### src/cache_pkg.sv
`default_nettype none

package cache_pkg;

    // basic widths
    localparam int WORD_W     = 16;
    localparam int ADDR_W     = 16;
    localparam int TAG_W      = 5;
    localparam int INDEX_W    = 8;
    localparam int WORD_SEL_W = 2;

    // address field positions, bit 0 is the byte bit and is ignored
    localparam int WORD_LSB  = 1;
    localparam int INDEX_LSB = WORD_LSB + WORD_SEL_W;
    localparam int TAG_LSB   = INDEX_LSB + INDEX_W;

    // cache geometry
    localparam int LINE_WORDS = 4;
    localparam int NUM_LINES  = 256;

    // main memory, one bank per word of a line
    localparam int BANK_ROW_W     = TAG_W + INDEX_W;
    localparam int BANK_DEPTH     = 1 << BANK_ROW_W;
    localparam int MEM_RD_LATENCY = 2;

    typedef logic [WORD_W-1:0]     word_t;
    typedef logic [ADDR_W-1:0]     addr_t;
    typedef logic [TAG_W-1:0]      tag_t;
    typedef logic [INDEX_W-1:0]    index_t;
    typedef logic [WORD_SEL_W-1:0] word_sel_t;
    typedef logic [BANK_ROW_W-1:0] bank_row_t;

    // controller states
    typedef enum logic [3:0] {
        IDLE,
        WB0,
        WB1,
        WB2,
        WB3,
        FILL0,
        FILL1,
        FILL2,
        FILL3,
        FILL_WAIT0,
        FILL_WAIT1,
        FINISH
    } ctrl_state_t;

endpackage

`default_nettype wire

### src/cache_ctrl_fsm.sv
`default_nettype none

module cache_ctrl_fsm
    import cache_pkg::*;
(
    input  logic      clk,
    input  logic      rst_n,
    // requester
    input  addr_t     addr,
    input  word_t     data_in,
    input  logic      rd,
    input  logic      wr,
    output word_t     data_out,
    output logic      done,
    output logic      stall,
    output logic      cache_hit,
    // cache array
    output index_t    c_index,
    output word_sel_t c_word,
    output tag_t      c_tag,
    output word_t     c_data_in,
    output logic      c_wr,
    output logic      c_comp,
    input  logic      c_hit,
    input  logic      c_valid,
    input  logic      c_dirty,
    input  tag_t      c_tag_out,
    input  word_t     c_data_out,
    // main memory
    output addr_t     m_addr,
    output word_t     m_data_in,
    output logic      m_rd,
    output logic      m_wr,
    input  word_t     m_data_out
);

    ctrl_state_t state;
    ctrl_state_t next_state;

    // request fields, the requester holds addr until done
    tag_t      req_tag;
    index_t    req_index;
    word_sel_t req_word;
    logic      req;
    logic      miss_start;

    tag_t      victim_tag;
    word_sel_t seq_word;
    tag_t      m_tag;
    word_sel_t m_word;

    // fill tracking
    logic [MEM_RD_LATENCY-1:0] rd_inflight;
    logic                      fill_ret;
    word_sel_t                 fill_cnt;

    word_t line_buf [LINE_WORDS];

    assign req_tag   = addr[TAG_LSB +: TAG_W];
    assign req_index = addr[INDEX_LSB +: INDEX_W];
    assign req_word  = addr[WORD_LSB +: WORD_SEL_W];
    assign req       = rd | wr;

    assign miss_start = (state == IDLE) & req & ~c_hit;
    assign fill_ret   = rd_inflight[MEM_RD_LATENCY-1];

    always_ff @(posedge clk or negedge rst_n) begin
        if (!rst_n) begin
            state <= IDLE;
        end else begin
            state <= next_state;
        end
    end

    always_comb begin
        next_state = state;
        case (state)
            IDLE: begin
                if (miss_start) begin
                    next_state = (c_valid && c_dirty) ? WB0 : FILL0;
                end
            end
            WB0:        next_state = WB1;
            WB1:        next_state = WB2;
            WB2:        next_state = WB3;
            WB3:        next_state = FILL0;
            FILL0:      next_state = FILL1;
            FILL1:      next_state = FILL2;
            FILL2:      next_state = FILL3;
            FILL3:      next_state = FILL_WAIT0;
            FILL_WAIT0: next_state = FILL_WAIT1;
            FILL_WAIT1: next_state = FINISH;
            FINISH:     next_state = IDLE;
            default:    next_state = IDLE;
        endcase
    end

    // old line's tag, needed to address the write-back
    always_ff @(posedge clk) begin
        if (miss_start) begin
            victim_tag <= c_tag_out;
        end
    end

    // one bit per cycle of read latency, the top bit marks a returning word
    always_ff @(posedge clk or negedge rst_n) begin
        if (!rst_n) begin
            rd_inflight <= '0;
            fill_cnt    <= '0;
        end else begin
            rd_inflight <= {rd_inflight[MEM_RD_LATENCY-2:0], m_rd};
            if (fill_ret) begin
                // four returns per fill, so this wraps back to zero
                fill_cnt <= fill_cnt + 1'b1;
            end
        end
    end

    // copy of the fetched line, the missed word is served from here
    always_ff @(posedge clk) begin
        if (fill_ret) begin
            line_buf[fill_cnt] <= m_data_out;
        end
    end

    // word walked by the write-back and fill-issue states
    always_comb begin
        case (state)
            WB1, FILL1: seq_word = 2'd1;
            WB2, FILL2: seq_word = 2'd2;
            WB3, FILL3: seq_word = 2'd3;
            default:    seq_word = 2'd0;
        endcase
    end

    assign m_addr    = {m_tag, req_index, m_word, 1'b0};
    assign m_data_in = c_data_out;

    always_comb begin
        // by default probe the requested word in compare mode
        c_index   = req_index;
        c_tag     = req_tag;
        c_word    = req_word;
        c_data_in = data_in;
        c_comp    = 1'b1;
        c_wr      = 1'b0;
        m_tag     = req_tag;
        m_word    = req_word;
        m_rd      = 1'b0;
        m_wr      = 1'b0;
        data_out  = c_data_out;
        done      = 1'b0;
        stall     = 1'b1;
        cache_hit = 1'b0;

        case (state)
            IDLE: begin
                // a write that misses is dropped by the array
                c_wr      = wr;
                done      = req & c_hit;
                cache_hit = req & c_hit;
                stall     = req & ~c_hit;
            end
            WB0, WB1, WB2, WB3: begin
                c_word = seq_word;
                m_tag  = victim_tag;
                m_word = seq_word;
                m_wr   = 1'b1;
            end
            FILL0, FILL1, FILL2, FILL3: begin
                m_word = seq_word;
                m_rd   = 1'b1;
            end
            FINISH: begin
                c_wr     = wr;
                data_out = line_buf[req_word];
                done     = 1'b1;
                stall    = 1'b0;
            end
            default: begin
            end
        endcase

        // returning fill data goes straight into the line
        if (fill_ret) begin
            c_word    = fill_cnt;
            c_data_in = m_data_out;
            c_comp    = 1'b0;
            c_wr      = 1'b1;
        end
    end

endmodule

`default_nettype wire

### config.mk
export PLATFORM = sky130hd
export DESIGN_NAME = cache_ctrl_fsm
export DESIGN_NICKNAME = d
export VERILOG_FILES = /design/src/cache_pkg.sv /design/src/cache_ctrl_fsm.sv
export SDC_FILE = /design/constraint.sdc
export NUM_CORES = 1
export LEC_CHECK = 0
export ABC_AREA = 1
export BUFFER_PORTS_ARGS = -buffer_cell sky130_fd_sc_hd__buf_2
export CORE_ASPECT_RATIO = 0.75
export CORE_MARGIN = 8
export CORE_UTILIZATION = 35
export DETAILED_ROUTE_END_ITERATION = 8
export GPL_ROUTABILITY_DRIVEN = 1
export PLACE_DENSITY_LB_ADDON = 0.05
export SLEW_MARGIN = 15
export SYNTH_ARGS = -nofsm -noshare
export SYNTH_HDL_FRONTEND = slang
export SYNTH_SLANG_ARGS = --single-unit
### constraint.sdc
create_clock -name clk -period 4.1 [get_ports clk]
set_input_delay 0.615 -clock clk [delete_from_list [all_inputs] [get_ports clk]]
set_output_delay 0.615 -clock clk [all_outputs]
set_load 0.02 [all_outputs]
# Word-level counts from Yosys, hierarchy flattened
# Memories as Yosys holds them, arrays and structs flattened.
# Index checks and enable logic that the tools add are counted.
# totals
mem_count,1
mem_bits_rw,64
inputBits,76
register_bits,13
out_inout_bits,86
# op_classes
bitwise_logic,6
eq_ne,12
n_addsub,1
reduce_logical,9
n_mux,20
# mem_list
name,depth,width,read_ports,rd_clocked_by_memory_dff,wr,line,text
line_buf,4,16,1,0,1,cache_ctrl_fsm.sv:57,word_t line_buf [LINE_WORDS];
# ops
operator,n
4-bit case mux with 11 select lines,1
16-bit two-way mux,2
"4-bit by 3-bit == test with 1-bit output, second input constant",4
"4-bit == test, second input constant",4
"4-bit by 2-bit == test with 1-bit output, second input constant",2
1-bit two-way mux,8
2-bit OR reduction,4
4-bit OR reduction,2
8-bit OR reduction,1
2-bit two-way mux,3
2-bit case mux with 3 select lines,1
5-bit two-way mux,1
1-bit AND,4
"4-bit by 1-bit == test with 1-bit output, second input constant",1
4-bit logical NOT,1
4-bit two-way mux,1
1-bit case mux with 2 select lines,2
3-bit two-way mux,1
"2-bit by 1-bit adder with 2-bit output, second input constant",1
"2-bit inequality test, second input constant",1
1-bit logical AND,1
1-bit inverter,1
1-bit OR,1

# Depth between registers and ports, before layout
# Gate-level depths: netlist of run 1.
# logic_depth
word_depth,5
depth_mapped,9
depth_no_buf,9

# Worst setup path after synthesis of run 1
# No wires, ideal clock.
# synth_timing
path_kind,input-to-output
from,input addr[1]
to,output data_out[10]
required_ns,3.485
path_slack_ns,1.867
arrival_time_ns,1.618
cell_stages,5
cell_sequence,buf_2 > inv_1 > clkbuf_1 > o21ai_0 > a31oi_1
# synth_via
elab_chain_len,2
# synth_rtl
item,line,text
start: declaration,cache_ctrl_fsm.sv:9,"input addr_t addr,"
memory read 4 x 16 bit,n/a,
16-bit two-way mux,cache_ctrl_fsm.sv:156,case (state)
end: declaration,cache_ctrl_fsm.sv:13,"output word_t data_out,"
# Every way passes these cells.

# Final worst setup path of run 1
# layout_timing
from,input addr[1]
to,output data_out[12]
# The elaborated chain is that of the path after synthesis.

==> impl_metrics.ini, run 1 <==
[logic_synthesis]
synth_area_mm2 = 0.003874
synthCells = 408
ys_ff_latch = 77
yosys.cell_types.count = 26
yosysWarnings = 0
syn_area_per_cell_um2 = 9.494
synth_nets = 488
seq_area_frac_synth_pct = 58.66

[clock_network]
cts_setup_buffers = 0
hold_buffers = 0
htree_levels = 3
cts_tree = built
cts_sinks = 77
clock_path_buffers = 2
cts_buffers = 9
cts_resized = 0
clock_latency_ns = 0.33
clkTransAtPathRegs_ns = 0.06
cts_root_buf = clkbuf_16

[worst_setup_path]
path_max_fanout = 33
critPathKind = input pin to output pin
cp-startpoint = addr[1]
slowest_stage = inv_1
crit_arrival_ns = 2.18
path_cells = buf_2 -> inv_1 -> o21ai_0 -> a31oi_1 -> buf_2
cp_slowest_stage_delay_ns = 0.69
path_common_cell = buf_2
r2r-start = rd_inflight[1]
worst_setup_path_start_kind = input pin
cp.required_ns = 3.48
endpoint_kind = output pin

[worst_hold_path]
hold_class = input pin to async pin

[cells_and_area]
nets = 580
layout_common_cells = buf_2 (135), nor2_1 (89), nand2_1 (86)
drive_gt1_share_pct = 32.48
seq_area_mm2 = 0.002272
area_growth_pct = 20.80
multi_input_area_mm2 = 0.001146
fin_cells = 645
final_common_cell = buf_2
fillers = 1107
diodes = 0

[power]
switchingPower_mw = 1.183
pwr-share-seq_pct = 35.0
leakage_nw = 2.106
power_density_mw_per_mm2 = 653.0
switching_share_pct = 38.73
p_comb_share_pct = 37.7
ir_drop_v = 0.0002599
p_clk_share_pct = 27.3
total_power_mw = 3.056
internal-power_mw = 1.872

[placement]
gp_congestion = 0.8221
post-place-ws_ns = 1.304
placedCellCount = 629
io_buffers = 135
hpwlAfterDp_mm = 7.002

[route]
antenna_left = 0
drt_iter0_markers = 166
route.final.wire_length_mm = 10.20
drcViolationCount = 0
drt-vias-per-instance = 4.495
vias = 2899
first_pass_iters = 4
avgRoutedWirePerCell_um = 15.81

[sta]
hold_viol = 0
fin_crit_ns = 2.798
setup_viol = 0
drv_slew = 0
finClkSkew_ns = 0.008663
rsz0062_at_grt = no
timing.hold.ws_ns = 0.1288
relSlewSlack_pct = 36.01
fin_ws_ns = 1.302
fin_setup_tns_ns = 0
period_share_pct = 68.24
worst_slew_pin_slew_ns = 0.9588
clock.fmax_mhz = 357.4

[global_route]
grt_pass1_wl_mm = 15.60
grt-ovfl-total = 0
grt_use_total_pct = 13.91
grt_max_degree = 35
grt_pass1_vias = 2924
antenna_found_initial = 0

[die]
ioPinCount = 162
die_width_um = 137.5
core_mm2 = 0.01086
design.die.area_mm2 = 0.01473
rows = 33
start_util_pct = 35.67
die_h_um = 107.1

[status]
status = complete, no violations

[job]
cap_viol_max_count = 0
==> per-layer routing <==
| layer | wire length (µm) | GRT usage [%] | up-vias |
|---|---|---|---|
| li1 | - | - | 1500 |
| met1 | 4609 | 17.73 | 1313 |
| met2 | 4854 | 22.21 | 77 |
| met3 | 670 | 4.252 | 9 |
| met4 | 63 | 4.176 | 0 |
| met5 | 0 | 0 | - |
==> registers in the layout, indices dropped and copies added (netlist names) <==
| register | count |
|---|---|
| victim_tag | 5 |
| fill_cnt | 2 |
| state | 4 |
| rd_inflight | 2 |
| line_buf | 64 |
==> critical path, delay by kind of cell <==
family                 cells  cell delay (ns)
buffers and inverters      3             1.00
AO/OA/AOI/OAI              2             0.56
==> Yosys cell counts <==
cell type / n / area [µm²]
a21oi_1: 2 / 10.01
a31oi_1: 16 / 100.1
buf_2: 7 / 35.03
buf_4: 38 / 285.3
buf_6: 2 / 22.52
clkbuf_1: 9 / 33.78
conb_1: 1 / 3.750
dfrtp_1: 8 / 200.2
edfxtp_1: 69 / 2072
ha_1: 4 / 50.05
inv_1: 15 / 56.30
inv_2: 6 / 22.52
nand2_1: 86 / 322.8
nand2_2: 2 / 12.51
nand3_1: 4 / 20.02
nand3_2: 2 / 20.02
nand4_1: 1 / 6.260
nor2_1: 89 / 334.1
nor2_2: 1 / 6.260
nor2_4: 1 / 11.26
nor2_8: 1 / 20.02
nor3_1: 1 / 5.000
o21ai_0: 39 / 195.2
o21bai_1: 1 / 7.510
o22ai_1: 2 / 12.51
xor2_1: 1 / 8.760
==> cell type report <==
cell class,count,share of cell area [%]
clock buffer,10,4.893
multi-input combinational,254,24.49
sequential,77,48.56
clock inverter,6,1.872
inverter,21,1.684
tap,140,3.743
timing repair buffer,137,14.76
==> power by group through the flow <==
stage / sequential, mW / clock [mW] / combinational [mW]
global placement: 1.08 / 0 / 1.17
detailed placement: 1.09 / 0 / 1.18
floorplan: 1.07 / 0 / 0.814
CTS: 1.07 / 0.851 / 1.18
global route: 1.08 / 0.879 / 1.29
finish: 1.07 / 0.834 / 1.15
==> path summary, 6_finish.rpt <==
kind / endpoint / slack (ns) / cells past startpoint
worst max register to register: line_buf[1][3] / 2.41 / 3
worst min-delay path: state[2] / 0.13 / 1
worst max-delay path: data_out[12] / 1.30 / 5
worst min register to register: rd_inflight[1] / 0.35 / 0
min in group clk: rd_inflight[1] / 0.35 / 0
max in group asynchronous: rd_inflight[0] / 3.79 / 1
==> logic make-up after synthesis <==
| family | share of synthesized area [%] |
|---|---|
| xor+xnor | 0.2261 |
| other cells | 0.09681 |
| compound gates | 8.398 |
| buf+inv | 11.76 |
| fa+ha+maj | 1.292 |
| simple gates | 19.57 |
| flops | 58.66 |
==> stage by stage <==
stage               instance area, µm²  util (%)
CTS                               4679     43.09
finish                            4679     43.09
detailed placement                4363     40.18
global route                      4679     43.09
global placement                  4363     40.18
floorplan                         3874         -
Power figures use the tool's default switching activity.
==> run 2: changes to the inputs <==
Clock period 4.1 ns to 2.8 ns, I/O delays scaled along.
==> impl_metrics.ini, run 2 (synthesis results as in run 1) <==
[status]
status = complete, no violations

[die]
core_mm2 = 0.01086
die_width_um = 137.5
die_h_um = 107.1
start_util_pct = 35.67
ioPinCount = 162
design.die.area_mm2 = 0.01473
rows = 33

[route]
vias = 2929
drt_iter0_markers = 133
drcViolationCount = 0
drt-vias-per-instance = 4.527
first_pass_iters = 4
route.final.wire_length_mm = 10.35
avgRoutedWirePerCell_um = 15.99
antenna_left = 0

[power]
total_power_mw = 4.378
switching_share_pct = 39.57
switchingPower_mw = 1.732
pwr-share-seq_pct = 35.8
internal-power_mw = 2.645
leakage_nw = 2.110
p_comb_share_pct = 39.1
ir_drop_v = 0.0004378
power_density_mw_per_mm2 = 937.8
p_clk_share_pct = 25.1

[cells_and_area]
drive_gt1_share_pct = 32.54
area_growth_pct = 20.51
fillers = 1083
fin_cells = 647
diodes = 0
largest_reg_flops = 64
layout_common_cells = buf_2 (135), nor2_1 (89), nand2_1 (86)
nets = 583
post-route-util_pct = 42.99
top_register = line_buf
fin_area_mm2 = 0.004668
reg_top3 = line_buf x64, victim_tag x5, state x4
final_common_cell = buf_2

[sta]
drv_slew = 0
timing.hold.ws_ns = 0.2647
clock.fmax_mhz = 410.5
hold_viol = 0
fin_ws_ns = 0.3639
fin_crit_ns = 2.436
finClkSkew_ns = 0.005433
period_share_pct = 87.00
fin_setup_tns_ns = 0
setup_viol = 0
worst_slew_pin_slew_ns = 0.8414
relSlewSlack_pct = 43.84
rsz0062_at_grt = no

[clock_network]
clock_latency_ns = 0.33
cts_sinks = 77
cts_tree = built
cts_setup_buffers = 0
cts_root_buf = clkbuf_16
clkTransAtPathRegs_ns = 0.06
htree_levels = 3
clock_path_buffers = 2
cts_buffers = 9

[worst_setup_path]
endpoint_kind = output pin
r2r_slack_ns = 1.07
cp_num_buf_inv = 3
path_common_cell = inv_2
crit_arrival_ns = 2.02
crit_family = simple AND/OR/NAND/NOR gates
critPathKind = register to output pin
cp_slowest_stage_delay_ns = 0.46
worst_setup_path_start_kind = register
path_cells = inv_2 -> nor2_4 -> inv_2 -> nor2_8 -> nor2_1 -> a31oi_1 -> buf_2
path_max_fanout = 34
slowest_stage = dfrtp_1
cp.required_ns = 2.38

[global_route]
grt_max_degree = 35
antenna_found_initial = 0
grt_pass1_vias = 2956
grt_use_total_pct = 13.82
grt_pass1_wl_mm = 15.64
grt-ovfl-total = 0

[placement]
hpwlAfterDp_mm = 7.196
gp_congestion = 0.7984
post-place-ws_ns = 0.5711
placedCellCount = 631
io_buffers = 135
dpl_cell_area_mm2 = 0.004378

[worst_hold_path]
hold_class = input pin to register

[job]
cap_viol_max_count = 0
## run 2: cell types whose count changed in the layout (fill, tap and decap cells not counted)
cell,previous run,this run
bufinv_16,2,1
clkinv_2,0,2
clkbuf_1,1,0
clkinv_1,1,2
dlygate4sd3_1,0,1
clkinvlp_4,2,1
clkinv_4,1,0
buf_4,2,4
## run 2: worst paths after layout
path	start	endpoint	cells after the start
worst max-delay path	state[3]	data_out[8]	7
worst min-delay path	c_tag_out[4]	victim_tag[4]	1
worst max register to register	rd_inflight[1]	line_buf[1][5]	3
worst min register to register	rd_inflight[0]	rd_inflight[1]	0
max in group asynchronous	rst_n	state[1]	2
min in group asynchronous	rst_n	state[3]	2
## run 2: repair_timing
| action | CTS | global route |
|---|---|---|
| resized for setup | 0 | 0 |
| hold endpoints to repair | 8 | 0 |
| hold buffers | 1 | 0 |
## run 2: power by group through the flow
stage / Combinational, mW / Clock, mW / Sequential, mW
3_5_place_dp: 1.74 / 0 / 1.59
3_3_place_gp: 1.73 / 0 / 1.59
6_report: 1.71 / 1.10 / 1.57
5_1_grt: 1.90 / 1.16 / 1.59
4_1_cts: 1.74 / 1.13 / 1.57
2_1_floorplan: 1.19 / 0 / 1.57
## run 2: area by class of cell
cell class / count / area [µm²] / area share [%]
Timing Repair Buffer: 140 / 715.7 / 15.33
Inverter: 21 / 78.83 / 1.689
Clock inverter: 6 / 55.05 / 1.179
Tap cell: 140 / 175.2 / 3.752
Multi-Input combinational cell: 254 / 1146 / 24.55
Sequential cell: 77 / 2272 / 48.67
Clock buffer: 9 / 225.2 / 4.824
## run 2: metal layers
| layer | vias up | track usage [%] | wire, µm | share of wire (%) |
|---|---|---|---|---|
| met5 | - | 0 | 0 | 0 |
| met4 | 0 | 4.563 | 79 | 0.76 |
| met3 | 13 | 4.065 | 627 | 6.1 |
| met2 | 71 | 22.62 | 4940 | 48 |
| met1 | 1345 | 17.09 | 4699 | 45 |
| li1 | 1500 | - | - | - |
==> run 3: changes to the inputs <==
Settings changed: ABC_AREA 1 to unset.
==> impl_metrics.ini, run 3 <==
[cells_and_area]
reg_top3 = line_buf x64, victim_tag x5, state x4
final_common_cell = buf_2
fillers = 1007
area_growth_pct = 22.05
drive_gt1_share_pct = 57.95
layout_common_cells = buf_2 (135), edfxtp_1 (69), mux2_2 (37)
fin_cells = 492
largest_reg_flops = 64
post-route-util_pct = 43.44
fin_area_mm2 = 0.004717
diodes = 0
nets = 427
top_register = line_buf

[clock_network]
htree_levels = 3
clkTransAtPathRegs_ns = 0.06
clock_latency_ns = 0.32
cts_resized = 0
cts_buffers = 9
cts_root_buf = clkbuf_16
clock_path_buffers = 2
cts_sinks = 77
cts_tree = built

[power]
leakage_nw = 1.916
ir_drop_v = 0.0004718
power_density_mw_per_mm2 = 912.9
total_power_mw = 4.306

[worst_setup_path]
crit_family = flip-flops
cp.required_ns = 2.38
r2r-start = state[1]
cp_num_buf_inv = 1
endpoint_kind = output pin
critPathKind = register to output pin
path_max_fanout = 16
path_cells = nor3_1 -> nor3_4 -> mux2_2 -> buf_2
crit_arrival_ns = 2.08
r2r_slack_ns = 0.82
cp-startpoint = state[2]
cp_slowest_stage_delay_ns = 0.66
worst_setup_path_start_kind = register
slowest_stage = dfrtp_1

[worst_hold_path]
hp-start = c_tag_out[3]
hold_class = input pin to register

[logic_synthesis]
synth_edf_count = 69
yosysWarnings = 0
synth_commonest_cells = edfxtp_1 (69), buf_4 (39), mux2_2 (37)
synth_nets = 322
synthCells = 242
synth_area_mm2 = 0.003865
synth_top_flop_cell = edfxtp_1
syn_area_per_cell_um2 = 15.97
netlist_top_cells_area = edfxtp_1 (54%), mux2_2 (11%), buf_4 (7.6%)
seq_area_frac_synth_pct = 58.79
yosys.cell_types.count = 36
yosysMostFrequentCell = edfxtp_1
yosysTopAreaCellShare_pct = 53.61
synth_area_leader_cell = edfxtp_1
ys_ff_latch = 77
async_flop_share_pct = 10.39

[placement]
placedCellCount = 475
hpwlAfterDp_mm = 6.246
dpl_cell_area_mm2 = 0.004414
post-place-ws_ns = 0.4058
gp_congestion = 0.6889
io_buffers = 135

[sta]
hold_viol = 0
drv_slew = 0
finClkSkew_ns = 0.003407
fin_crit_ns = 2.496
fin_ws_ns = 0.3041
worst_slew_pin_slew_ns = 0.6413
relSlewSlack_pct = 57.25
setup_viol = 0
period_share_pct = 89.14
fin_setup_tns_ns = 0
clock.fmax_mhz = 400.7
rsz0062_at_grt = no
timing.hold.ws_ns = 0.2675

[route]
drt_iter0_markers = 153
antenna_left = 0
drt-vias-per-instance = 4.612
drcViolationCount = 0
avgRoutedWirePerCell_um = 17.48
first_pass_iters = 4
route.final.wire_length_mm = 8.601
vias = 2269

[die]
ioPinCount = 162
core_mm2 = 0.01086
die_h_um = 107.0
start_util_pct = 35.59
die_width_um = 137.3
rows = 33
design.die.area_mm2 = 0.01470

[global_route]
grt_pass1_vias = 2391
grt_max_degree = 20
antenna_found_initial = 0
grt-ovfl-total = 0
grt_use_total_pct = 11.99
grt_pass1_wl_mm = 13.39

[job]
cap_viol_max_count = 0

[status]
status = complete, no violations
[run 3: cell count changes after synthesis, sizes merged, moves of 3 or more]
cell    previous run  this run
nand3              6         0
and2               0         4
mux2               0        37
a31oi             16         2
nor2              92         4
nand2             88         5
mux4               0        16
clkbuf             9         4
o21ai             39        10
inv               21         4
nor2b              0         3
[run 3: kinds of logic after synthesis]
logic type / after synthesis / synth area share [%]
multiplexers: 53 / 20.98
AND/OR/NAND/NOR: 22 / 3.658
other: 1 / 0.09703
buffers and inverters: 55 / 9.938
flip-flops: 77 / 58.79
adder cells (fa/ha/maj): 4 / 1.295
XOR/XNOR: 4 / 0.9066
AO/OA/AOI/OAI: 26 / 4.338
[run 3: layer usage]
layer  GRT usage (%)  part of all wire, %  vias to the layer above
met5               0                    0                        -
li1                -                    -                     1102
met1           15.76                   45                     1077
met3           3.224                  7.1                        9
met4           4.640                  1.2                        0
met2           18.53                   47                       81
[run 3: worst paths after layout]
check / end / depth (start not counted)
hold reg to reg: rd_inflight[1] / 0
setup / recovery: m_addr[12] / 4
max in group asynchronous: fill_cnt[0] / 2
setup reg to reg: victim_tag[1] / 2
min in group asynchronous: fill_cnt[1] / 2
hold / removal: victim_tag[3] / 1
[run 3: area by class of cell]
cell class / instances / area [µm²] / share of cell area, %
well taps: 140 / 175.2 / 3.714
flip-flops and latches: 77 / 2272 / 48.17
multi-input cells: 110 / 1209 / 25.62
repair buffers: 145 / 753.2 / 15.97
clock inverters: 5 / 60.06 / 1.273
inverters: 4 / 15.01 / 0.3183
clock buffers: 11 / 232.7 / 4.934
[run 3: report_power, final]
part / total, mW / switching, mW / internal, mW
Sequential: 1.69 / 0.188 / 1.50
Clock: 1.12 / 0.430 / 0.693
Combinational: 1.50 / 0.872 / 0.624
[run 3: timing repair]
action,in CTS,in global routing
setup endpoints to repair,0,0
setup buffers,0,0
hold buffers,1,0
hold endpoints to repair,8,0
